[src/hdl/delqa_pkg.sv]
//******************************
// delqa shared definitions
// bus word type, decoded target enum and the local-bus address map
//******************************
package delqa_pkg;

   //******************************
   // bus word
   //******************************
   typedef logic [15:0] word_t;               // local bus and dma data word

   //******************************
   // decoded bus target
   //******************************
   typedef enum logic [1:0] {
      TGT_NONE = 2'b00,                       // unmapped, no ack
      TGT_RXB  = 2'b01,                       // receive buffer
      TGT_BDL  = 2'b10                        // bdl register bank
   } lb_target_e;

   //******************************
   // address map, byte addresses
   //******************************
   // receive buffer 010000-017777, matched on bits 15..12
   localparam logic [3:0]  RXB_PAGE = 4'b0001;

   // bdl registers 024000-024017, matched on bits 15..4
   localparam logic [11:0] BDL_PAGE = 12'b0010_1000_0000;

   //******************************
   // default sizes
   //******************************
   localparam int RXB_AW_DEF = 11;            // 2048 words, 4 kbyte page
   localparam int BDL_AW_DEF = 3;             // eight descriptor words
   localparam int ETH_AW_DEF = 10;            // ethernet fills lower half

endpackage
[src/hdl/delqa_bdl.sv]
//******************************
// bdl register bank
// eight descriptor words, byte writes from the local bus,
// word writes and reads from the dma side
//******************************
`timescale 1ns/1ps

module delqa_bdl import delqa_pkg::*; #(
   parameter int BDL_AW = BDL_AW_DEF          // word address width
) (
   input  logic              lwb_clkp,        // bus clock
   input  logic              wb_rst_i,        // async reset
   // local bus side
   input  logic              stb_i,           // decoded strobe
   input  logic              we_i,            // write enable
   input  logic [1:0]        sel_i,           // byte selects
   input  logic [BDL_AW-1:0] adr_i,           // word address
   input  word_t             dat_i,           // write data
   output word_t             dat_o,           // read data, valid with ack
   output logic              ack_o,           // one cycle ack
   // dma side
   input  logic [BDL_AW-1:0] dma_adr_i,       // dma word address
   input  logic              dma_we_i,        // dma word write
   input  word_t             dma_dat_i,       // dma write data
   output word_t             dma_dat_o        // dma read data, one clock late
);

   localparam int BDL_N = 2**BDL_AW;          // number of descriptor words

   word_t bdl_q [BDL_N];                      // descriptor registers
   logic  lb_wr;                              // local write on the acked edge

   assign lb_wr = stb_i & we_i & ~ack_o;      // one store per ack

   //******************************
   // ack, one pulse then one gap
   //******************************
   always_ff @(posedge lwb_clkp or posedge wb_rst_i) begin
      if (wb_rst_i) begin
         ack_o <= 1'b0;
      end else begin
         ack_o <= stb_i & ~ack_o;             // withheld after a pulse
      end
   end

   //******************************
   // register writes
   //******************************
   always_ff @(posedge lwb_clkp or posedge wb_rst_i) begin
      if (wb_rst_i) begin
         for (int i = 0; i < BDL_N; i++) begin
            bdl_q[i] <= '0;                   // descriptors cleared
         end
      end else begin
         for (int i = 0; i < BDL_N; i++) begin
            if (dma_we_i && (dma_adr_i == BDL_AW'(i))) begin
               bdl_q[i] <= dma_dat_i;         // dma has priority
            end else if (lb_wr && (adr_i == BDL_AW'(i))) begin
               if (sel_i[0]) bdl_q[i][7:0]  <= dat_i[7:0];   // low byte
               if (sel_i[1]) bdl_q[i][15:8] <= dat_i[15:8];  // high byte
            end
         end
      end
   end

   //******************************
   // registered reads
   //******************************
   always_ff @(posedge lwb_clkp) begin
      if (stb_i) begin
         dat_o <= bdl_q[adr_i];               // aligned with ack
      end
      dma_dat_o <= bdl_q[dma_adr_i];          // every cycle, fabric selects
   end

endmodule

[config.mk]
export PLATFORM = sky130hd
export DESIGN_NAME = delqa_bdl
export DESIGN_NICKNAME = d
export VERILOG_FILES = /design/src/hdl/delqa_pkg.sv /design/src/hdl/delqa_bdl.sv
export SDC_FILE = /design/constraint.sdc
export NUM_CORES = 1
export LEC_CHECK = 0
export BUFFER_PORTS_ARGS = -buffer_cell sky130_fd_sc_hd__buf_2
export CAP_MARGIN = 20
export CORE_ASPECT_RATIO = 0.75
export CORE_MARGIN = 5
export CORE_UTILIZATION = 40
export DETAILED_ROUTE_END_ITERATION = 7
export PLACE_DENSITY_LB_ADDON = 0.2
export SLEW_MARGIN = 40
export SYNTH_ARGS = -nofsm -noshare
export SYNTH_HDL_FRONTEND = slang
export SYNTH_SLANG_ARGS = --single-unit
[constraint.sdc]
create_clock -name lwb_clkp -period 9.9 [get_ports lwb_clkp]
set_input_delay 1.98 -clock lwb_clkp [delete_from_list [all_inputs] [get_ports lwb_clkp]]
set_output_delay 1.98 -clock lwb_clkp [all_outputs]
set_load 0.02 [all_outputs]
==> results of run 1 <==
cells in the final DEF, fill, tap and decap left out, types with 3 or more instances in the layout:
cell,count
a31oi_1,128
and4b_1,32
and4b_2,3
buf_2,77
buf_4,24
bufinv_16,4
clkbuf_16,17
clkbuf_8,3
clkinv_2,3
clkinvlp_4,3
dfrtp_1,129
dfxtp_1,16
edfxtp_1,16
mux2_2,22
mux2_4,10
mux4_2,62
nand2_1,128
nand4b_1,6
nand4bb_1,4
nor2_1,128
o21ai_0,121
o21ai_1,7
layout make-up:
cell class / count / area (sq um)
fill: 2137 / 12600
multi-input combinational: 667 / 4870
sequential: 161 / 4030
timing repair buffer: 104 / 608
clock buffer: 21 / 470
tap: 300 / 375
clock inverter: 10 / 158
inverter: 1 / 8.76
worst max-delay path: cells and delay by family:
family          cells  cell delay (ns)
compound gates      2             0.59
buf+inv             2             0.71
simple gates        1             0.86
routing by layer:
metal  global-route usage (%)  vias up
met2                     36.9      418
met3                     5.30       53
met1                     35.9     4062
met5                        0        -
met4                     7.70        0
li1                         -     3514
state kept, by name, summed over array words and instances (netlist names):
name       count
dma_dat_o     16
dat_o         16
ack_o          1
bdl_q        128
cell families after synthesis:
family,share of synthesized area (%)
multiplexers,19.6
buffers and inverters,5.84
flip-flops,42.8
AO/OA/AOI/OAI,15.3
AND/OR/NAND/NOR,16.5
Yosys cell counts (7+ instances only):
cell	number	area, sq um
a31oi_1	128	801
and4b_1	35	350
buf_2	34	170
clkbuf_1	56	210
dfrtp_1	129	3230
dfxtp_1	16	320
edfxtp_1	16	480
mux2_2	22	248
mux2_4	10	150
mux4_2	62	1400
nand2_1	128	480
nor2_1	128	480
o21ai_0	121	606
o21ai_1	7	35.0
path summary, 6_finish.rpt:
kind,start,endpoint,slack [ns],depth (start not counted)
max,adr_i[1],bdl_q[9]$_DFFE_PP0P_,6.01,5
max in group asynchronous,wb_rst_i,bdl_q[107]$_DFFE_PP0P_,7.20,3
min,bdl_q[39]$_DFFE_PP0P_,bdl_q[39]$_DFFE_PP0P_,0.57,2
min reg2reg,bdl_q[39]$_DFFE_PP0P_,bdl_q[39]$_DFFE_PP0P_,0.57,2
min in group asynchronous,wb_rst_i,bdl_q[102]$_DFFE_PP0P_,1.62,2
max reg2reg,ack_o$_DFF_PP0_,bdl_q[118]$_DFFE_PP0P_,7.98,5
power by group through the flow:
stage,Combinational (mW),Clock [mW],Sequential [mW]
final,0.505,0.731,0.922
after global routing,0.548,0.765,0.941
after CTS,0.505,0.732,0.920
after detailed placement,0.505,0,0.930
after global placement,0.492,0,0.927
after floorplan,0.341,0,0.940
==> out/metrics.cfg, run 1 <==
[sta]
hold_viol_final=0
fin_crit_sh_pct=39.3
slew_headroom_pct=41.9
fin_tns_setup_ns=0
drv_slew=0
fmax_ghz=0.257
clock_skew_ns=0.0115
rsz0062_at_grt=false
worst_slew_pin_slew_ns=0.869
fin_ws_ns=6.01
hold_slack_ns=0.570
post-route-min-period_ns=3.89
setup_viol=0

[pwr]
p_int_mw=1.52
clockPowerShare_pct=33.9
power_density_mw_per_mm2=205
leakagePower_nw=3.97
p_sw_uw=640
power_frac_seq_pct=42.7
swShare_pct=29.6
p_comb_share_pct=23.4
finalPower_mw=2.16
vdd_drop_max_uv=117

[routing]
finalWirelength_um=32500
vias=8047
final_antenna_net_count=0
wire_per_inst_um=25.7
drc=0
wl_met2_um=14400
vias_per_cell=6.37
met3_length_um=2840
met1_length_um=14600
drtIter0Drc=937
dr.max_layer_used=met4
firstDrtPassIters=6

[die]
initial_core_util_pct=40.8
die_h_um=143
rows=48
die_area_sq_mm=0.0268
die_w_um=187
core_area_sq_mm=0.0231
ios=78

[finish]
antenna_cells=0
final_nets=997
post-route-util_pct=45.5
stdcell_area_sq_mm=0.0105
final_cells=1264
syn_to_final_growth_pct=11.7
layout-drive-gt1-share_pct=24.8

[critical_path]
startpoint_type=input pin
critPathSlowestCell=nand4_1
crit_type=input pin to register
endpoint_kind=register
worstPathArrival_ns=4.19
crit_fanout=60
crit_chain=buf_2 -> buf_4 -> nand4_1 -> o21ai_0 -> a31oi_1
crit_required_ns=10.20
slowest_delay_ns=0.86

[logic_synthesis]
synthFlopType=dfrtp_1
seq_area_frac_synth_pct=42.8
synth_cells=941
syn_area_per_cell_sq_um=10.0
synth_warnings=0
syn_area_sq_mm=0.00942
synth-edff-count=16
ys_seq_elements=161
synth_cell_type_count=32
postSynth.asyncResetShare_pct=80.1
synth_nets=986

[placement]
placed_area_sq_mm=0.00988
dp.cells=1231
port_buffers=77
dp_hpwl_um=18800
gp_congestion=0.792
dpl_worst_slack_ns=5.57

[clock_tree]
path_clk_slew_ns=0.07
cts_num_sinks=161
cts_tree=done
cts_buffers=17
cts_hold_buf=0
cts_setup_buffers=0
clk_latency_ns=0.44
cts-root-buf=clkbuf_16
clockBufferDepth=2
h-tree-depth=4
cts_resized=0

[worst_hold_path]
hold_path.class=register to register

[global_route]
track_usage_pct=24.6
antenna_found_initial=0
grt_start_max_net_pins=67
grt_overflow=0
grt_first_pass_wirelength_um=49900
grt_pass1_vias=7900

[run_status]
status=completed

[job]
drv_cap=0

Note: power is estimated with default switching activity, not from simulation.
==> run 2: changes to the inputs <==
- clock period: 9.9 -> 3.8 ns (I/O delays scaled with it)
==> run 2 against run 1 <==
Against the previous run:
- cell area is 1.5% higher
- via count hardly changed
- wire length is 1.6% higher
- sequential share of layout area is 0.58 points lower
- largest power group unchanged
==> out/metrics.cfg, run 2 (same netlist as run 1, synthesis figures left out) <==
[clock_tree]
path_clk_slew_ns=0.07  ; about the same
cts_tree=done
clockBufferDepth=2  ; unchanged
cts_num_sinks=161  ; unchanged
cts_buffers=17  ; unchanged
cts_setup_buffers=0  ; unchanged
h-tree-depth=4  ; unchanged
cts_hold_buf=0  ; unchanged
cts-root-buf=clkbuf_16
cts_resized=0  ; unchanged
clk_latency_ns=0.43  ; about the same

[sta]
rsz0062_at_grt=false
fmax_ghz=0.389
setup_viol=0  ; unchanged
hold_slack_ns=0.365  ; -0.205 ns
post-route-min-period_ns=2.57
slew_headroom_pct=44.4  ; +2.4 points
fin_tns_setup_ns=0  ; unchanged
worst_slew_pin_slew_ns=0.835  ; -0.0340 ns
drv_slew=0  ; unchanged
hold_viol_final=0  ; unchanged
fin_crit_sh_pct=67.6
clock_skew_ns=0.00840  ; -0.00307 ns

[die]
core_area_sq_mm=0.0231  ; unchanged
die_w_um=187  ; unchanged
die_area_sq_mm=0.0268  ; unchanged
ios=78  ; unchanged
initial_core_util_pct=40.8  ; unchanged
rows=48  ; unchanged
die_h_um=143  ; unchanged

[finish]
layout-drive-gt1-share_pct=25.8  ; +1.0 points
final_cell_mix=129 x dfrtp_1, 128 x nand2_1, 128 x nor2_1, 128 x a31oi_1, 121 x o21ai_0
post-route-util_pct=46.2  ; +0.70 points
largestRegisters=bdl_q: 128 flops, dat_o: 16 flops, dma_dat_o: 16 flops
largest_register_ffs=128  ; unchanged
antenna_cells=0  ; unchanged
final_nets=1015  ; +1.8%
final_common_cell=dfrtp_1
top_register=bdl_q
syn_to_final_growth_pct=13.4

[global_route]
busiest_layer=met2
track_usage_pct=24.8  ; +0.24 points
grt_pass1_vias=7783  ; -1.5%
grt_first_pass_wirelength_um=50100  ; +0.34%
globalRouteMet2Util_pct=38.5  ; +1.6 points
grt_use_met3_pct=4.64  ; -0.66 points
antenna_found_initial=1  ; +1
globalRouteMet1Util_pct=36.0  ; +0.053 points
grt_start_max_net_pins=130  ; +94%
grt_overflow=0  ; unchanged

[placement]
dp_hpwl_um=20700  ; +10%
port_buffers=77  ; unchanged
gp_congestion=0.826  ; +4.2%

[critical_path]
startpoint_type=register
worstPathArrival_ns=1.81  ; -2.38 ns
crit_chain=buf_4 -> buf_2
crit_required_ns=3.04  ; -7.16 ns
critPathSlowestCell=dfrtp_1
crit_fanout=14  ; -77%
slowest_delay_ns=0.83  ; -0.03 ns
endpoint_kind=output pin
crit_type=register to output pin

[routing]
final_antenna_net_count=0  ; unchanged
drc=0  ; unchanged
vias_per_cell=6.27  ; -1.5%
firstDrtPassIters=5  ; -1
finalWirelength_um=33000  ; +1.6%
drtIter0Drc=1119  ; +19%
vias=8046  ; -0.012%
wire_per_inst_um=25.7  ; about the same

[run_status]
status=completed

[worst_hold_path]
hold_path.class=input pin to asynchronous set/reset pin

[pwr]
finalPower_mw=5.71  ; +160%
power_density_mw_per_mm2=534  ; +160%
leakagePower_nw=4.07  ; +2.5%
vdd_drop_max_uv=295  ; +150%

[job]
drv_cap=0  ; unchanged

## run 2: cell count changes in the layout (fill, tap and decap cells not counted), moves of 2 or more
cell / before / now
buf_4: 24 / 44
and4b_1: 32 / 35
and4b_2: 3 / 0
clkbuf_8: 3 / 0
inv_6: 1 / 4
buf_6: 2 / 0
nand4bb_1: 4 / 6
nand4bb_2: 2 / 0
## run 2: stage by stage
stage,std cells,cell area (sq um),setup WS (ns)
6_report,1283,10700,1.23
5_1_grt,1283,10700,1.22
4_1_cts,1282,10700,1.22
3_5_place_dp,1250,10000,0.996
3_3_place_gp,1250,10000,1.01
2_1_floorplan,941,9430,1.44
## run 2: layout make-up
type                            instances  area (sq um)
Inverter                                1          7.51
Multi-Input combinational cell        667          4860
Fill cell                            2141         12400
Tap cell                              300           375
Timing Repair Buffer                  122           758
Clock inverter                         15           230
Sequential cell                       161          4030
Clock buffer                           17           425
## run 2: worst paths after layout
kind                                       start  cells past startpoint                endpoint  slack [ns]
max reg2reg                      ack_o$_DFF_PP0_                      4  bdl_q[118]$_DFFE_PP0P_        1.50
min reg2reg                bdl_q[63]$_DFFE_PP0P_                      2   bdl_q[63]$_DFFE_PP0P_        0.58
max                              ack_o$_DFF_PP0_                      2                   ack_o        1.23
min                                     wb_rst_i                      3  bdl_q[118]$_DFFE_PP0P_        0.37
max in group asynchronous               wb_rst_i                      4   bdl_q[14]$_DFFE_PP0P_        2.66
min in group lwb_clkp      bdl_q[63]$_DFFE_PP0P_                      2   bdl_q[63]$_DFFE_PP0P_        0.58
## run 2: critical path: cells and delay by family (launching register included)
family	cells	cell delay (ns)
flops	1	0.83
buf+inv	2	0.54
## run 2: report_power, final
| group | internal [mW] | leakage, nW | total (mW) | switching [mW] |
|---|---|---|---|---|
| logic | 0.667 | 2.00 | 1.32 | 0.649 |
| registers | 2.15 | 1.75 | 2.43 | 0.276 |
| clock network | 1.18 | 0.317 | 1.97 | 0.787 |
## run 2: layer usage
layer	up-vias	share of wire, %
met5	-	0.039
met3	49	8.8
met4	2	1.8
met1	4057	44
li1	3546	-
met2	392	46
==> run 3: changes to the inputs <==
- clock period: 3.8 -> 2.55 ns (I/O delays scaled with it)
==> run 3 against run 2 <==
Against the previous run:
- wire length rose by 0.39%
- largest power group unchanged
- die area did not move
- non-clock buffer count rose by 24
- critical endpoint unchanged
- critical path depth fell by 1
- highest routed layer is now met4
- clock power rose by 34%
==> out/metrics.cfg, run 3 (same netlist as run 1, synthesis figures left out) <==
[critical_path]
critPathTopFamily=flip-flops
path_buf_inv=1  ; -1
r2r_cells=5  ; +1
rr_startpoint=ack_o$_DFF_PP0_
r2r-end=bdl_q[102]$_DFFE_PP0P_
slowest_delay_ns=0.71  ; -0.12 ns
crit_type=register to output pin
startpoint_type=register
critPathSlowestCell=dfrtp_1
worstPathArrival_ns=1.42  ; -0.39 ns
crit_required_ns=2.04  ; -1.00 ns
endpoint_kind=output pin
crit_fanout=12  ; -2
reg2reg_slack_ns=0.73  ; -0.77 ns
crit_chain=buf_2

[sta]
setup_viol=0  ; unchanged
hold_viol_final=0  ; unchanged
fin_crit_sh_pct=75.6
post-route-min-period_ns=1.93
fin_tns_setup_ns=0  ; unchanged
rsz0062_at_grt=false
clock_skew_ns=0.0123  ; +0.00390 ns
worst_slew_pin_slew_ns=0.781  ; -0.0534 ns
slew_headroom_pct=47.9  ; +3.6 points
fmax_ghz=0.518
hold_slack_ns=0.199  ; -0.166 ns
drv_slew=0  ; unchanged

[pwr]
clockPowerShare_pct=31.9  ; -2.5 points
leakagePower_nw=4.17  ; +2.5%
p_int_mw=5.75  ; +44%
swShare_pct=30.0  ; about the same
p_comb_share_pct=24.2  ; +1.1 points
power_density_mw_per_mm2=755  ; +41%
p_sw_mw=2.47  ; +44%
vdd_drop_max_uv=428  ; +45%
power_frac_seq_pct=43.8  ; +1.3 points

[routing]
wire_per_inst_um=25.4  ; -1.4%
vias_per_cell=6.32  ; +0.71%
firstDrtPassIters=6  ; +1
drc=0  ; unchanged
final_antenna_net_count=0  ; unchanged
vias=8255  ; +2.6%
finalWirelength_um=33100  ; +0.39%
drtIter0Drc=1128  ; +0.80%

[worst_hold_path]
hold_path.class=input pin to asynchronous set/reset pin

[finish]
antenna_cells=0  ; unchanged
layout-drive-gt1-share_pct=27.3  ; +1.5 points
final_common_cell=dfrtp_1
largest_register_ffs=128  ; unchanged
top_register=bdl_q
syn_to_final_growth_pct=15.5
final_nets=1039  ; +2.4%
post-route-util_pct=47.1  ; +0.87 points
final_cells=1307  ; +1.9%
largestRegisters=bdl_q: 128 flops, dat_o: 16 flops, dma_dat_o: 16 flops
final_cell_mix=129 x dfrtp_1, 128 x nand2_1, 128 x nor2_1, 128 x a31oi_1, 121 x o21ai_0
fillers=2136  ; -0.23%

[clock_tree]
cts_resized=0  ; unchanged
path_clk_slew_ns=0.06  ; about the same
clk_latency_ns=0.44  ; about the same
cts_setup_buffers=0  ; unchanged
clockBufferDepth=2  ; unchanged
cts_num_sinks=161  ; unchanged
cts_hold_buf=0  ; unchanged
cts_tree=done
cts-root-buf=clkbuf_16
cts_buffers=17  ; unchanged
h-tree-depth=4  ; unchanged

[placement]
port_buffers=77  ; unchanged
dp.cells=1275  ; +2.0%
dp_hpwl_um=21700  ; +4.8%
gp_congestion=0.844  ; +2.2%

[die]
core_area_sq_mm=0.0231  ; unchanged
initial_core_util_pct=40.8  ; unchanged
die_area_sq_mm=0.0268  ; unchanged
ios=78  ; unchanged
die_w_um=187  ; unchanged
die_h_um=143  ; unchanged
rows=48  ; unchanged

[global_route]
grt_start_max_net_pins=65  ; -50%
grt_overflow=0  ; unchanged
antenna_found_initial=0  ; -1
track_usage_pct=25.0  ; +0.16 points
grt_pass1_vias=8042  ; +3.3%
grt_first_pass_wirelength_um=50600  ; +0.96%

[job]
drv_cap=0  ; unchanged

[run_status]
status=completed

-- run 3: cell types whose count changed in the layout (fill, tap and decap cells not counted), sizes merged --
cell and change:
buf +24, clkbuf +7, inv -5, bufinv -3, clkinvlp +2, clkinv -1
-- run 3: per-layer routing --
layer	GRT usage [%]	routed length, um
met3	6.13	3380
met1	35.8	14300
met4	6.88	680
met5	0	0
met2	38.3	14800
-- run 3: worst max path at each step --
stage	depth (start not counted)	from	endpoint	slack, ns
2_1_floorplan	1	wb_rst_i	ack_o$_DFF_PP0_	0.44
3_3_place_gp	4	adr_i[0]	dat_o[15]$_DFFE_PP_	0.26
3_5_place_dp	4	adr_i[0]	dat_o[4]$_DFFE_PP_	0.21
4_1_cts	1	ack_o$_DFF_PP0_	ack_o	0.62
5_1_grt	1	ack_o$_DFF_PP0_	ack_o	0.57
6_report	1	ack_o$_DFF_PP0_	ack_o	0.62
-- run 3: per-stage QoR --
step                      worst slack, ns  total power [mW]  cell area [sq um]
after floorplan                     0.445              4.97               9430
after global placement              0.257              5.58              10300
after detailed placement            0.213              5.62              10300
after CTS                           0.618              8.24              10900
after global routing                0.571              8.59              10900
final                               0.621              8.22              10900
-- run 3: power by group through the flow --
stage               registers, mW  logic (mW)  clock network (mW)
floorplan                    3.65        1.32                   0
global route                 3.68        2.16                2.75
global placement             3.63        1.95                   0
finish                       3.60        1.99                2.63
CTS                          3.60        1.99                2.65
detailed placement           3.63        1.98                   0
-- run 3: cell type report --
cell class | count | area (sq um) | area share, %
multi-input combinational | 667 | 4860 | 44.6
sequential | 161 | 4030 | 37.0
timing repair buffer | 146 | 1030 | 9.45
clock buffer | 24 | 482 | 4.42
tap | 300 | 375 | 3.45
clock inverter | 8 | 104 | 0.954
inverter | 1 | 7.51 | 0.0690
