## src/hdl/delqa_pkg.sv

```systemverilog
//******************************
// delqa shared definitions
// bus word type, decoded target enum and the local-bus address map
//******************************
package delqa_pkg;

   //******************************
   // bus word
   //******************************
   typedef logic [15:0] word_t;               // local bus and dma data word

   //******************************
   // decoded bus target
   //******************************
   typedef enum logic [1:0] {
      TGT_NONE = 2'b00,                       // unmapped, no ack
      TGT_RXB  = 2'b01,                       // receive buffer
      TGT_BDL  = 2'b10                        // bdl register bank
   } lb_target_e;

   //******************************
   // address map, byte addresses
   //******************************
   // receive buffer 010000-017777, matched on bits 15..12
   localparam logic [3:0]  RXB_PAGE = 4'b0001;

   // bdl registers 024000-024017, matched on bits 15..4
   localparam logic [11:0] BDL_PAGE = 12'b0010_1000_0000;

   //******************************
   // default sizes
   //******************************
   localparam int RXB_AW_DEF = 11;            // 2048 words, 4 kbyte page
   localparam int BDL_AW_DEF = 3;             // eight descriptor words
   localparam int ETH_AW_DEF = 10;            // ethernet fills lower half

endpackage
```

## src/hdl/delqa_lbus_fabric.sv

```systemverilog
//******************************
// local bus fabric
// address decode for local bus and dma, ack merge,
// read data multiplexing for both replies
//******************************
`timescale 1ns/1ps

module delqa_lbus_fabric import delqa_pkg::*; (
   input  logic        lwb_clkp,              // bus clock
   input  logic        wb_rst_i,              // async reset
   // local bus master
   input  word_t       lwb_adr_i,             // byte address
   input  logic        lwb_cyc_i,             // bus cycle
   input  logic        lwb_stb_i,             // transfer strobe
   input  logic        lwb_we_i,              // write enable
   // dma port
   input  logic [15:1] dma_lad_i,             // dma word address
   input  logic        dma_mode_i,            // dma access active
   input  logic        dma_we_i,              // dma write request
   // slave strobes
   output logic        bdl_stb_o,             // bdl local strobe
   output logic        bdl_dma_we_o,          // bdl dma write
   output logic        rxb_stb_o,             // rx buffer local strobe
   // slave returns
   input  word_t       bdl_dat_i,             // bdl local read word
   input  logic        bdl_ack_i,             // bdl ack
   input  word_t       bdl_dma_dat_i,         // bdl dma read word
   input  word_t       rxb_dat_i,             // rx buffer local read word
   input  logic        rxb_ack_i,             // rx buffer ack
   input  word_t       rxb_dma_dat_i,         // rx buffer dma read word
   // merged replies
   output word_t       lwb_dat_o,             // local read data
   output logic        lwb_ack_o,             // local ack
   output word_t       dma_dat_o              // dma read data
);

   lb_target_e lb_tgt;                        // local bus target
   lb_target_e dma_tgt;                       // dma target this cycle
   lb_target_e dma_tgt_q;                     // dma target of last cycle
   logic       lb_go;                         // strobed local cycle

   // page compare shared by both address paths
   function automatic lb_target_e decode_tgt(input logic [15:4] pg);
      if (pg[15:12] == RXB_PAGE) begin
         return TGT_RXB;
      end else if (pg == BDL_PAGE) begin
         return TGT_BDL;
      end
      return TGT_NONE;
   endfunction

   //******************************
   // local bus decode
   //******************************
   assign lb_tgt    = decode_tgt(lwb_adr_i[15:4]);
   assign lb_go     = lwb_cyc_i & lwb_stb_i;
   assign bdl_stb_o = lb_go & (lb_tgt == TGT_BDL);
   assign rxb_stb_o = lb_go & (lb_tgt == TGT_RXB);
   assign lwb_ack_o = bdl_ack_i | rxb_ack_i;  // unmapped never acks

   always_comb begin
      lwb_dat_o = '0;                         // zero for writes and unmapped
      if (!lwb_we_i) begin
         case (lb_tgt)
            TGT_RXB: lwb_dat_o = rxb_dat_i;
            TGT_BDL: lwb_dat_o = bdl_dat_i;
            default: lwb_dat_o = '0;
         endcase
      end
   end

   //******************************
   // dma decode and return path
   //******************************
   assign dma_tgt      = dma_mode_i ? decode_tgt(dma_lad_i[15:4]) : TGT_NONE;
   assign bdl_dma_we_o = dma_we_i & (dma_tgt == TGT_BDL);  // only bdl is writable

   always_ff @(posedge lwb_clkp or posedge wb_rst_i) begin
      if (wb_rst_i) begin
         dma_tgt_q <= TGT_NONE;               // zero reply after reset
      end else begin
         dma_tgt_q <= dma_tgt;                // matches slave read register
      end
   end

   always_comb begin
      case (dma_tgt_q)
         TGT_RXB: dma_dat_o = rxb_dma_dat_i;
         TGT_BDL: dma_dat_o = bdl_dma_dat_i;
         default: dma_dat_o = '0;             // no block selected
      endcase
   end

endmodule

```

## config.mk

```make
export PLATFORM = sky130hd
export DESIGN_NAME = delqa_lbus_fabric
export DESIGN_NICKNAME = d
export VERILOG_FILES = /design/src/hdl/delqa_pkg.sv /design/src/hdl/delqa_lbus_fabric.sv
export SDC_FILE = /design/constraint.sdc
export NUM_CORES = 1
export LEC_CHECK = 0
export ABC_CLOCK_PERIOD_IN_PS = 2490
export BUFFER_PORTS_ARGS = -buffer_cell sky130_fd_sc_hd__buf_2
export CORE_ASPECT_RATIO = 1.75
export CORE_MARGIN = 2
export CORE_UTILIZATION = 23
export DETAILED_ROUTE_END_ITERATION = 7
export GPL_ROUTABILITY_DRIVEN = 0
export GPL_TIMING_DRIVEN = 0
export PLACE_DENSITY = 0.82
export SLEW_MARGIN = 20
export SYNTH_ARGS = -nofsm -noshare
export SYNTH_HDL_FRONTEND = slang
export SYNTH_SLANG_ARGS = --single-unit
```

## constraint.sdc

```tcl
create_clock -name lwb_clkp -period 2.49 [get_ports lwb_clkp]
set_input_delay 0.3735 -clock lwb_clkp [delete_from_list [all_inputs] [get_ports lwb_clkp]]
set_output_delay 0.3735 -clock lwb_clkp [all_outputs]
set_load 0.03 [all_outputs]
```

==> results by stage, run 1 <==
Outcome:
- The flow ran to the end, and the final reports show no timing, DRC or antenna violations.

Synth:
- The number of warnings reported in the yosys synthesis log is 0.
- The cell area that synthesis handed to floorplanning was 605.6 sq um.
- The number of register bits inferred by synthesis is 2.
- The average cell area after synthesis is 7.476 sq um.
- The number of flops mapped to enable cells by yosys is 0.
- Counting instances in the post-synthesis netlist gives the leading cell types as 17 x sky130_fd_sc_hd__nor2_1, 16 x sky130_fd_sc_hd__a22oi_1, 9 x sky130_fd_sc_hd__a22o_2.
- The count of cell types in the netlist is 24.
- The top cell type by area accounts for 19.83% of the synthesized area.
- The net count after synthesis is 187.
- The share of synthesized registers carrying an async set or reset is 100.0%.
- The biggest area contributor in the post-synthesis netlist is sky130_fd_sc_hd__a22oi_1.
- In the synthesized netlist, the number of instances is 81.
- The most repeated cell in the gate-level netlist after synthesis is sky130_fd_sc_hd__nor2_1.
- In the post-synthesis netlist, the biggest area contributors are sky130_fd_sc_hd__a22oi_1 20%, sky130_fd_sc_hd__a22o_2 15%, sky130_fd_sc_hd__nor2_1 11%.
- The proportion of synthesized chip area in sequential cells is 8.264%.
- The top flip-flop cell by instance count after synthesis is sky130_fd_sc_hd__dfrtp_1.

STA:
- For the pin with the worst max-slew slack, the measured transition is 0.6399 ns.
- Once routing completed, OpenROAD measured the worst setup slack at 0.1219 ns.
- The number of endpoints failing setup at the final stage is 0.
- The accumulated negative setup slack is 0 ns.
- Static timing analysis puts the maximum clock frequency at 422.3 MHz.
- Setup repair after global routing left no endpoint under its margin.
- The final clock period utilization by the worst path is 95.10%.
- The worst pin sits at a relative slew slack of 56.98%.
- Subtracting the final worst setup slack from the clock period gives 2.368 ns.
- The final-report hold violation count is 0.
- The final-report max-slew violation count is 0.

Final layout:
- After the flow finishes, the layout carries non-filler instances totaling 244.
- The number of antenna diodes in the final layout is 0.
- Compared with the post-synthesis result, the final layout area differs by 124.8%.
- The largest registers in the layout are dma_tgt_q (2).
- The register with the most flip-flops in the layout has 2 of them.
- The final net count is 326.
- The most flop-heavy register is dma_tgt_q.
- In the final layout, the share of cells above drive strength 1 is 70.18%.
- The final design area excluding fillers is 1361 sq um.

Route:
- The total DRC errors in the routed layout is 0.
- The first routing iteration left 19 violations.
- Dividing the detail-routed wire length by the instance count gives 14.94 microns.
- Summed over all layers, the routed wires come to 3645 microns.
- The first-pass iteration count of the detailed router is 4.
- The via density per instance is 5.111.
- The via count of the routed design is 1247.
- The count of nets left with antenna violations once routing finished came out at 0.

Clocking:
- The sink count of the clock tree is 2.
- The CTS tree is done.
- Counting the buffers created by CTS gives 3.
- The level count of the clock H-tree is 1.
- Clock-pin slew was measured on the worst setup and hold paths at 0.03 ns.
- After clock tree synthesis, the flow added hold-fix buffers numbering 0.
- Counting along the longest clock path gives a buffer depth of 2.
- The root buffer cell is sky130_fd_sc_hd__clkbuf_8.

Worst setup path:
- The arrival time at the worst endpoint is 1.99 ns.
- The category of the worst setup path capture point is an output pin.
- The type of element launching the critical path is an input pin.
- In this run the worst path has a maximum fanout of 10.
- STA puts the critical path data required time at 2.12 ns.
- Tracing the worst setup path back leads to its startpoint at lwb_adr_i[15].
- The timing endpoint of the critical path is lwb_dat_o[10].
- The worst setup path category is input pin to output pin.

Placed design:
- The detailed placer's ending HPWL is 3131 microns.
- The post-placement worst setup slack is -0.01684 ns.
- The number of placed instances, taps included, is 239.
- The number of port buffers is 132.
- After detailed placement, the total cell area comes to 1299 sq um.

Global routing:
- The initial antenna violation count is 0.
- The via count of the first global-routing pass came to 1246.
- For this run, the total global-route usage over all layers was measured as 22.91%.
- The final global-route overflow total is 0.
- The maximum number of pins on one net before global-route repair is 11.
- The first-pass GRT wire length is 5306 microns.

Pwr:
- The share of total power in sequential cells is 12.1%.
- The clock network burns 48.1% of the power.
- The total power density per cell area is 201.2 nW/um^2.
- The worst-case IR drop observed on VDD is 0.1716 mV.
- For this design the static power due to leakage is 0.7924 nW.
- In this run switching power makes up 26.79% of total power.
- Combinational logic is responsible for 39.8% of the overall power.
- The cell-internal power is 0.2005 mW.
- The switching power summed over all nets is 0.07336 mW.

Floorplan:
- The effective utilization at floorplan is 24.30%.
- The total die area is 3076 sq um.
- In this run the vertical extent of the chip is 71.88 microns.
- The cell row count is 24.
- Pin placement for this block handled 140 I/O pins.
- The core outline area is 2492 sq um.
- The die is 42.79 microns wide.

Hold path:
- The type of the most critical hold path is input pin to asynchronous set/reset pin.

Job:
- The max-capacitance violation count is 0.
## cell type report
type	count	area, sq um
Multi-Input combinational cell	68	511.7
Sequential cell	2	50.05
Tap cell	26	32.53
Buffer	8	38.79
Inverter	3	11.26
Clock buffer	3	41.29
Timing Repair Buffer	134	675.6
Fill cell	251	1131
## kinds of logic after synthesis
group | share of synthesized area, %
AO/OA/AOI/OAI | 44.84
flip-flops | 8.265
buffers and inverters | 8.263
AND/OR/NAND/NOR | 34.51
adder cells (fa/ha/maj) | 4.132
## critical path, stage by stage
cell and delay [ns]:
sky130_fd_sc_hd__buf_2 0.10, sky130_fd_sc_hd__or4bb_4 0.55, sky130_fd_sc_hd__nor4_4 0.41, sky130_fd_sc_hd__buf_6 0.19, sky130_fd_sc_hd__a22o_2 0.16, sky130_fd_sc_hd__buf_2 0.20
## per-layer routing
layer  vias to the layer above  global-route usage, %  share of wire [%]
met5                         -                      0                  0
met1                       537                  17.84                 29
met3                         4                  5.793                 12
met4                         0                  3.125                1.1
met2                       112                  51.68                 58
li1                        594                      -                  -
## power groups by stage
stage                     Combinational [mW]  Sequential, mW  Clock [mW]
final                                  0.109          0.0332       0.132
after global placement                 0.106          0.0335           0
after floorplan                       0.0253          0.0335           0
after detailed placement               0.107          0.0335           0
after CTS                              0.109          0.0332       0.134
after global routing                   0.119          0.0332       0.140
## repair_timing
action	in CTS	in global routing
endpoints found under the setup margin	1	2
buffers inserted	0	2
pin swaps	0	1
resized for setup	1	0
hold endpoints to repair	0	0
## how the worst min path moves through the flow
stage / endpoint / slack, ns
finish: dma_tgt_q[0] / 0.002
global route: dma_tgt_q[0] / 0.02
CTS: dma_tgt_q[0] / 0.0001
detailed placement: dma_tgt_q[0] / 0.23
global placement: dma_tgt_q[0] / 0.22
floorplan: dma_tgt_q[0] / 0.11
## cell usage in the layout, fill, tap and decap left out
cell type	n
sky130_fd_sc_hd__buf_2	133
sky130_fd_sc_hd__nor2_1	17
sky130_fd_sc_hd__a22oi_1	16
sky130_fd_sc_hd__a22o_2	9
sky130_fd_sc_hd__a22o_1	7
sky130_fd_sc_hd__clkbuf_1	4
sky130_fd_sc_hd__inv_1	3
sky130_fd_sc_hd__clkbuf_8	3
sky130_fd_sc_hd__buf_1	2
sky130_fd_sc_hd__nand2b_1	2
sky130_fd_sc_hd__nor4b_1	2
sky130_fd_sc_hd__nor4_1	2
sky130_fd_sc_hd__ha_1	2
sky130_fd_sc_hd__dfrtp_1	2
sky130_fd_sc_hd__buf_4	2
sky130_fd_sc_hd__nor4_2	1
sky130_fd_sc_hd__or4_4	1
sky130_fd_sc_hd__or4bb_4	1
sky130_fd_sc_hd__or4_1	1
sky130_fd_sc_hd__nor4_4	1
sky130_fd_sc_hd__buf_6	1
sky130_fd_sc_hd__nor3b_1	1
sky130_fd_sc_hd__and3b_1	1
sky130_fd_sc_hd__and4_1	1
sky130_fd_sc_hd__or2_2	1
sky130_fd_sc_hd__and3_1	1
sky130_fd_sc_hd__nand2_1	1
## through the flow
stage	total power [mW]	hold slack, ns	utilization [%]
2_1_floorplan	0.05880	0.1147	-
3_3_place_gp	0.1395	0.2221	52.11
3_5_place_dp	0.1407	0.2261	52.11
4_1_cts	0.2761	0.0001223	54.02
5_1_grt	0.2919	0.01599	54.62
6_report	0.2739	0.001795	54.62
(Power assumes the default switching activity.)
==> run 2: changes to the inputs <==
--- a/config.mk
+++ b/config.mk
@@ -5,7 +5,7 @@
 export SDC_FILE = /design/constraint.sdc
 export NUM_CORES = 1
 export LEC_CHECK = 0
-export ABC_CLOCK_PERIOD_IN_PS = 2490
+export ABC_CLOCK_PERIOD_IN_PS = 2200
 export BUFFER_PORTS_ARGS = -buffer_cell sky130_fd_sc_hd__buf_2
 export CORE_ASPECT_RATIO = 1.75
 export CORE_MARGIN = 2
==> constraint.sdc (replaced) <==
create_clock -name lwb_clkp -period 2.2 [get_ports lwb_clkp]
set_input_delay 0.33 -clock lwb_clkp [delete_from_list [all_inputs] [get_ports lwb_clkp]]
set_output_delay 0.33 -clock lwb_clkp [all_outputs]
set_load 0.03 [all_outputs]
==> results by stage, run 2 (synthesized netlist as in run 1, its figures left out) <==
Hold path:
- The start point of the worst min-delay path is dma_lad_i[12].
- The min-delay analysis places its worst path in the category input pin to register.

Placed design:
- The detailed placer's ending HPWL came to 3078 microns (-1.7%).
- The post-placement worst setup slack came to -0.2827 ns (-0.2658 ns).
- The number of port buffers is 132 (unchanged).

Final layout:
- The end-of-flow core utilization is 57.18% (+2.6 points).
- The share of layout cells above drive strength 1 is 71.56% (+1.4 points).
- The most flop-heavy register is dma_tgt_q.
- The largest registers in the layout are dma_tgt_q (2).
- Relative to the synthesized area, the layout overhead comes to 135.3%.
- The number of flip-flops under the largest register name was 2 (unchanged).
- The final net count was 326 (unchanged).
- The count of inserted antenna diode cells is 0 (unchanged).
- The fill cell instance count of the final layout was 233 (-7.2%).
- The top cell types in the final layout, fill and taps aside, are 120 x sky130_fd_sc_hd__buf_2, 17 x sky130_fd_sc_hd__nor2_1, 16 x sky130_fd_sc_hd__a22oi_1.
- The library cell used most frequently in the layout, excluding fill and tap cells, is sky130_fd_sc_hd__buf_2.

STA:
- The final-layout worst hold slack is 0.4157 ns (+0.4139 ns).
- The accumulated negative setup slack is 0 ns (unchanged).
- The achievable frequency is 469.4 MHz.
- The final clock period utilization by the worst path is 96.84%.
- The smallest setup slack after layout is 0.06958 ns (-0.05236 ns).
- The transition at the pin with the smallest max-transition slack was 0.4453 ns (-0.1946 ns).
- The final-report max-slew violation count is 0 (unchanged).
- The worst relative slew slack is 70.09% (+13 points).
- The final-report hold violation count is 0 (unchanged).
- The number of endpoints failing setup at the final stage was 0 (unchanged).
- The smallest clock period supported by the final layout is computed as 2.130 ns.

Floorplan:
- The die boundary width is 42.79 microns (unchanged).
- The height of the die is 71.88 microns (unchanged).
- The core outline area is 2492 sq um (unchanged).
- The total die area was 3076 sq um (unchanged).
- The cell row count is 24 (unchanged).
- The number of primary I/O pins was 140 (unchanged).
- The effective utilization at floorplan was 24.30% (unchanged).

Worst setup path:
- The peak fanout along the critical path was 10 (unchanged).
- In this run the worst setup path begins at lwb_adr_i[12].
- The category of the worst setup path capture point is an output pin.
- The worst endpoint required time came to 1.87 ns (-0.25 ns).
- The critical path is of the input pin to output pin type.
- Following the worst setup path forward leads to its endpoint at lwb_dat_o[12].
- The arrival time at the worst endpoint is 1.80 ns (-0.19 ns).
- STA classifies the critical path startpoint as an input pin.

Outcome:
- The run finished with clean final reports.

Global routing:
- The total global routing track utilization is 22.11% (-0.80 points).
- The initial antenna violation count was 0 (unchanged).
- The first-pass GRT wire length came to 5216 microns (-1.7%).
- The via count of the first global-routing pass came to 1246 (unchanged).
- The maximum number of pins on one net before global-route repair is 11 (unchanged).
- The final global-route overflow total is 0 (unchanged).

Pwr:
- The total chip power is 0.3178 mW (+16%).
- The worst supply voltage drop on vdd is 0.1697 mV (-1.1%).
- The leakage power of the design is 0.8021 nW (+1.2%).
- The total power density per cell area is 223.0 nW/um^2 (+11%).

Route:
- The via density per instance is 5.197 (+1.7%).
- The via count of the routed design came to 1268 (+1.7%).
- The first-pass iteration count of the detailed router came to 4 (unchanged).
- The number of DRC violations after detailed-routing iteration 0 came to 15 (-4).
- The final routed wirelength across all metal layers is 3599 microns (-1.3%).
- The total DRC errors in the routed layout is 0 (unchanged).
- The final routed wire length divided by cell count is 14.75 microns (-1.3%).
- The antenna violation net count after detailed routing is 0 (unchanged).

Clocking:
- The total clock buffers created by CTS was 3 (unchanged).
- The clock transition at the register clock pins on the worst setup and hold paths after CTS is 0.03 ns (about the same).
- The sink count of the clock tree is 2 (unchanged).
- The largest buffer count on any clock path is 2 (unchanged).
- The CTS tree is done.
- The tree is rooted in a sky130_fd_sc_hd__clkbuf_8.
- The level count of the clock H-tree came to 1 (unchanged).

Job:
- The max-capacitance violation count is 0 (unchanged).
-- run 2: repair_timing --
item	in CTS	in global routing
hold buffers	1	0
setup buffers	1	0
endpoints found under the hold margin	2	0
pin swaps	1	1
resized for setup	2	34
endpoints found under the setup margin	14	26
-- run 2: layout make-up --
| type | count | area [sq um] | area share [%] |
|---|---|---|---|
| tap | 26 | 32.53 | 2.283 |
| inverter | 3 | 11.26 | 0.7902 |
| clock buffer | 3 | 41.29 | 2.897 |
| timing repair buffer | 134 | 718.2 | 50.39 |
| sequential | 2 | 50.05 | 3.512 |
| buffer | 8 | 45.04 | 3.161 |
| multi-input combinational | 68 | 526.8 | 36.96 |
-- run 2: per-layer routing --
layer  vias up  track usage [%]  routed length, microns
li1        596                -                       -
met1       533            18.75                    1037
met2       123            43.77                    1861
met3        16            6.045                     553
met4         0            11.46                     147
met5         -                0                       0
-- run 2: worst min path at each step --
stage,slack (ns),cells after the start,endpoint
2_1_floorplan,0.07,1,dma_tgt_q[0]
3_3_place_gp,0.18,2,dma_tgt_q[0]
3_5_place_dp,0.18,2,dma_tgt_q[1]
4_1_cts,0.42,2,dma_tgt_q[0]
5_1_grt,0.43,2,dma_tgt_q[0]
6_report,0.42,2,dma_tgt_q[0]
-- run 2: stage by stage --
stage               std cells  instance area (sq um)
floorplan                  81                  611.8
global placement          239                   1305
detailed placement        239                   1305
CTS                       244                   1371
global route              244                   1425
finish                    244                   1425
-- run 2: critical path, stage by stage --
cell and delay (ns):
sky130_fd_sc_hd__buf_2 0.11, sky130_fd_sc_hd__or4_4 0.55, sky130_fd_sc_hd__nor4_4 0.31, sky130_fd_sc_hd__buf_6 0.18
sky130_fd_sc_hd__a22o_2 0.14, sky130_fd_sc_hd__clkbuf_4 0.18
-- run 2: power by group --
part           leakage [nW]  internal (mW)  switching (mW)
Combinational         0.753         0.0766          0.0518
Clock                0.0216          0.116          0.0354
Sequential           0.0278         0.0374        0.000183
Total                 0.802          0.230          0.0874
==> run 3: changes to the inputs <==
==> constraint.sdc (replaced) <==
create_clock -name lwb_clkp -period 2.2 [get_ports lwb_clkp]
set_input_delay 0.33 -clock lwb_clkp [delete_from_list [all_inputs] [get_ports lwb_clkp]]
set_output_delay 0.33 -clock lwb_clkp [all_outputs]
set_load 0.005 [all_outputs]
==> results by stage, run 3 (synthesized netlist as in run 1, its figures left out) <==
Worst setup path:
- The category of cells accounting for the largest share of critical-path delay is simple AND/OR/NAND/NOR gates.
- Among all stages on the critical path, the largest delay is contributed by sky130_fd_sc_hd__or4bb_4.
- The type of element launching the critical path is an input pin.
- The worst endpoint required time is 1.87 ns (about the same).
- The critical path goes through buf_2, or4bb_4, nor4_4, buf_6, a22o_2, buf_2.
- The arrival time at the worst endpoint is 1.81 ns (about the same).
- The category of the worst setup path capture point is an output pin.
- The most numerous cell type found on the critical path is sky130_fd_sc_hd__buf_2.
- The total buffers and inverters traversed by the critical path came to 3 (unchanged).
- The biggest cell delay along the critical path is 0.55 ns (about the same).
- The peak fanout along the critical path was 10 (unchanged).
- The critical path is of the input pin to output pin type.

Final layout:
- The largest registers in the layout are dma_tgt_q (2).
- Ranked by flip-flop count, first place goes to dma_tgt_q.
- The leading cell type in the layout, fill and taps excluded is sky130_fd_sc_hd__buf_2.
- The signed area change from the synthesized netlist to the final layout is 126.9%.
- The share of layout cells above drive strength 1 came to 70.78% (-0.78 points).
- The final net count came to 327 (+0.31%).
- The number of flip-flops under the largest register name is 2 (unchanged).
- The top cell types in the final layout, fill and taps aside, are 133 x sky130_fd_sc_hd__buf_2, 17 x sky130_fd_sc_hd__nor2_1, 16 x sky130_fd_sc_hd__a22oi_1.
- The final design area excluding fillers is 1374 sq um (-3.6%).
- The count of inserted antenna diode cells is 0 (unchanged).

Outcome:
- The flow ran to the end, and the final reports show no timing, DRC or antenna violations.

Global routing:
- The initial antenna violation count is 0 (unchanged).
- The first-pass GRT wire length is 5375 microns (+3.0%).
- The total global routing track utilization is 23.27% (+1.2 points).
- The maximum number of pins on one net before global-route repair is 11 (unchanged).
- The via count of the first global-routing pass is 1258 (+0.96%).
- The final global-route overflow total came to 0 (unchanged).

Pwr:
- The total power density per cell area is 220.8 nW/um^2 (-0.98%).
- The total chip power came to 0.3033 mW (-4.5%).
- The worst supply voltage drop on vdd is 0.1917 mV (+13%).
- The leakage power of the design is 0.8035 nW (+0.17%).

Route:
- The number of DRC violations after detailed-routing iteration 0 is 20 (+5).
- The first-pass iteration count of the detailed router was 4 (unchanged).
- The via density per instance is 5.106 (-1.7%).
- The final routed wire length divided by cell count is 15.03 microns (+1.9%).
- The antenna violation net count after detailed routing is 0 (unchanged).
- The total DRC errors in the routed layout came to 0 (unchanged).
- The final routed wirelength across all metal layers is 3683 microns (+2.3%).
- The via count of the routed design came to 1251 (-1.3%).

Clocking:
- In this run the clock root is driven by a sky130_fd_sc_hd__clkbuf_8.
- The level count of the clock H-tree is 1 (unchanged).
- The clock transition at the register clock pins on the worst setup and hold paths after CTS is 0.03 ns (about the same).
- The CTS tree is done.
- The largest buffer count on any clock path is 2 (unchanged).
- The total clock buffers created by CTS came to 3 (unchanged).
- The sink count of the clock tree is 2 (unchanged).

Floorplan:
- The number of primary I/O pins was 140 (unchanged).
- The effective utilization at floorplan is 24.30% (unchanged).
- The height of the die was 71.88 microns (unchanged).
- The core outline area is 2492 sq um (unchanged).
- The total die area came to 3076 sq um (unchanged).
- The cell row count was 24 (unchanged).
- The die boundary width was 42.79 microns (unchanged).

Hold path:
- In this run the most critical hold path is launched from dma_lad_i[12].
- The end of the worst hold path is dma_tgt_q[0].
- The worst hold path stage count was 2 (unchanged).
- The type of the most critical hold path is input pin to register.

STA:
- The final-report hold violation count is 0 (unchanged).
- The final-report max-slew violation count is 0 (unchanged).
- The number of endpoints failing setup at the final stage is 0 (unchanged).
- The achievable frequency is 466.4 MHz (-0.63%).
- The transition at the pin with the smallest max-transition slack is 0.6399 ns (+0.1945 ns).
- Setup repair after global routing left no endpoint under its margin.
- The worst relative slew slack is 56.99% (-13 points).
- The final clock period utilization by the worst path was 97.45% (+0.61 points).
- The final critical path time including I/O delays and setup is 2.144 ns (+0.01347 ns).

Placed design:
- The total cell area at the placement stage is 1299 sq um (-0.48%).
- The number of port buffers came to 132 (unchanged).
- The detailed placer's ending HPWL is 3131 microns (+1.7%).

Job:
- The max-capacitance violation count is 0 (unchanged).
[run 3: cell count changes in the layout (fill, tap and decap cells not counted), sizes merged]
cell / delta
buf: +2
clkbuf: -1
[run 3: stage by stage]
stage | TNS (ns) | hold WS (ns) | worst slack [ns] | instances | utilization, %
2_1_floorplan | 0 | 0.07118 | 0.2900 | 81 | -
3_5_place_dp | -0.9907 | 0.1826 | -0.1352 | 239 | 52.11
3_3_place_gp | -0.9634 | 0.1786 | -0.1345 | 239 | 52.11
5_1_grt | 0 | 0.4424 | 0.00001243 | 245 | 55.12
6_report | 0 | 0.4262 | 0.05611 | 245 | 55.12
4_1_cts | 0 | 0.4243 | 0.04926 | 245 | 55.02
[run 3: layer usage]
layer	wire, microns	vias up	GRT usage [%]	part of all wire (%)
met3	450	2	5.793	12
met2	2159	116	52.53	59
met1	1065	537	18.14	29
met5	0	-	0	0
li1	-	596	-	-
met4	8	0	3.125	0.22
[run 3: where the power goes]
group,internal (mW),switching (mW)
clock,0.116,0.0330
sequential,0.0374,0.000189
combinational,0.0745,0.0421
[run 3: cell type report]
| class | instances | area, sq um |
|---|---|---|
| timing repair buffer | 135 | 685.7 |
| fill | 251 | 1119 |
| buffer | 8 | 41.29 |
| tap | 26 | 32.53 |
| inverter | 3 | 11.26 |
| clock buffer | 3 | 41.29 |
| sequential | 2 | 50.05 |
| multi-input combinational | 68 | 511.7 |
[run 3: what timing repair did]
| action | in CTS | in global routing |
|---|---|---|
| pin swaps | 1 | 0 |
| endpoints found under the hold margin | 2 | 0 |
| setup buffers | 2 | 0 |
| resized for setup | 1 | 4 |
| setup endpoints to repair | 10 | 10 |
| hold buffers | 1 | 0 |
[run 3: worst max-delay path by stage]
stage	from	to	slack, ns	depth (start not counted)
2_1_floorplan	lwb_adr_i[12]	lwb_dat_o[14]	0.29	4
3_3_place_gp	lwb_adr_i[15]	lwb_dat_o[10]	-0.13	6
3_5_place_dp	lwb_adr_i[15]	lwb_dat_o[10]	-0.14	6
4_1_cts	dma_tgt_q[0]	dma_dat_o[13]	0.05	7
5_1_grt	lwb_adr_i[15]	lwb_dat_o[10]	0.00001	6
6_report	lwb_adr_i[15]	lwb_dat_o[10]	0.06	6
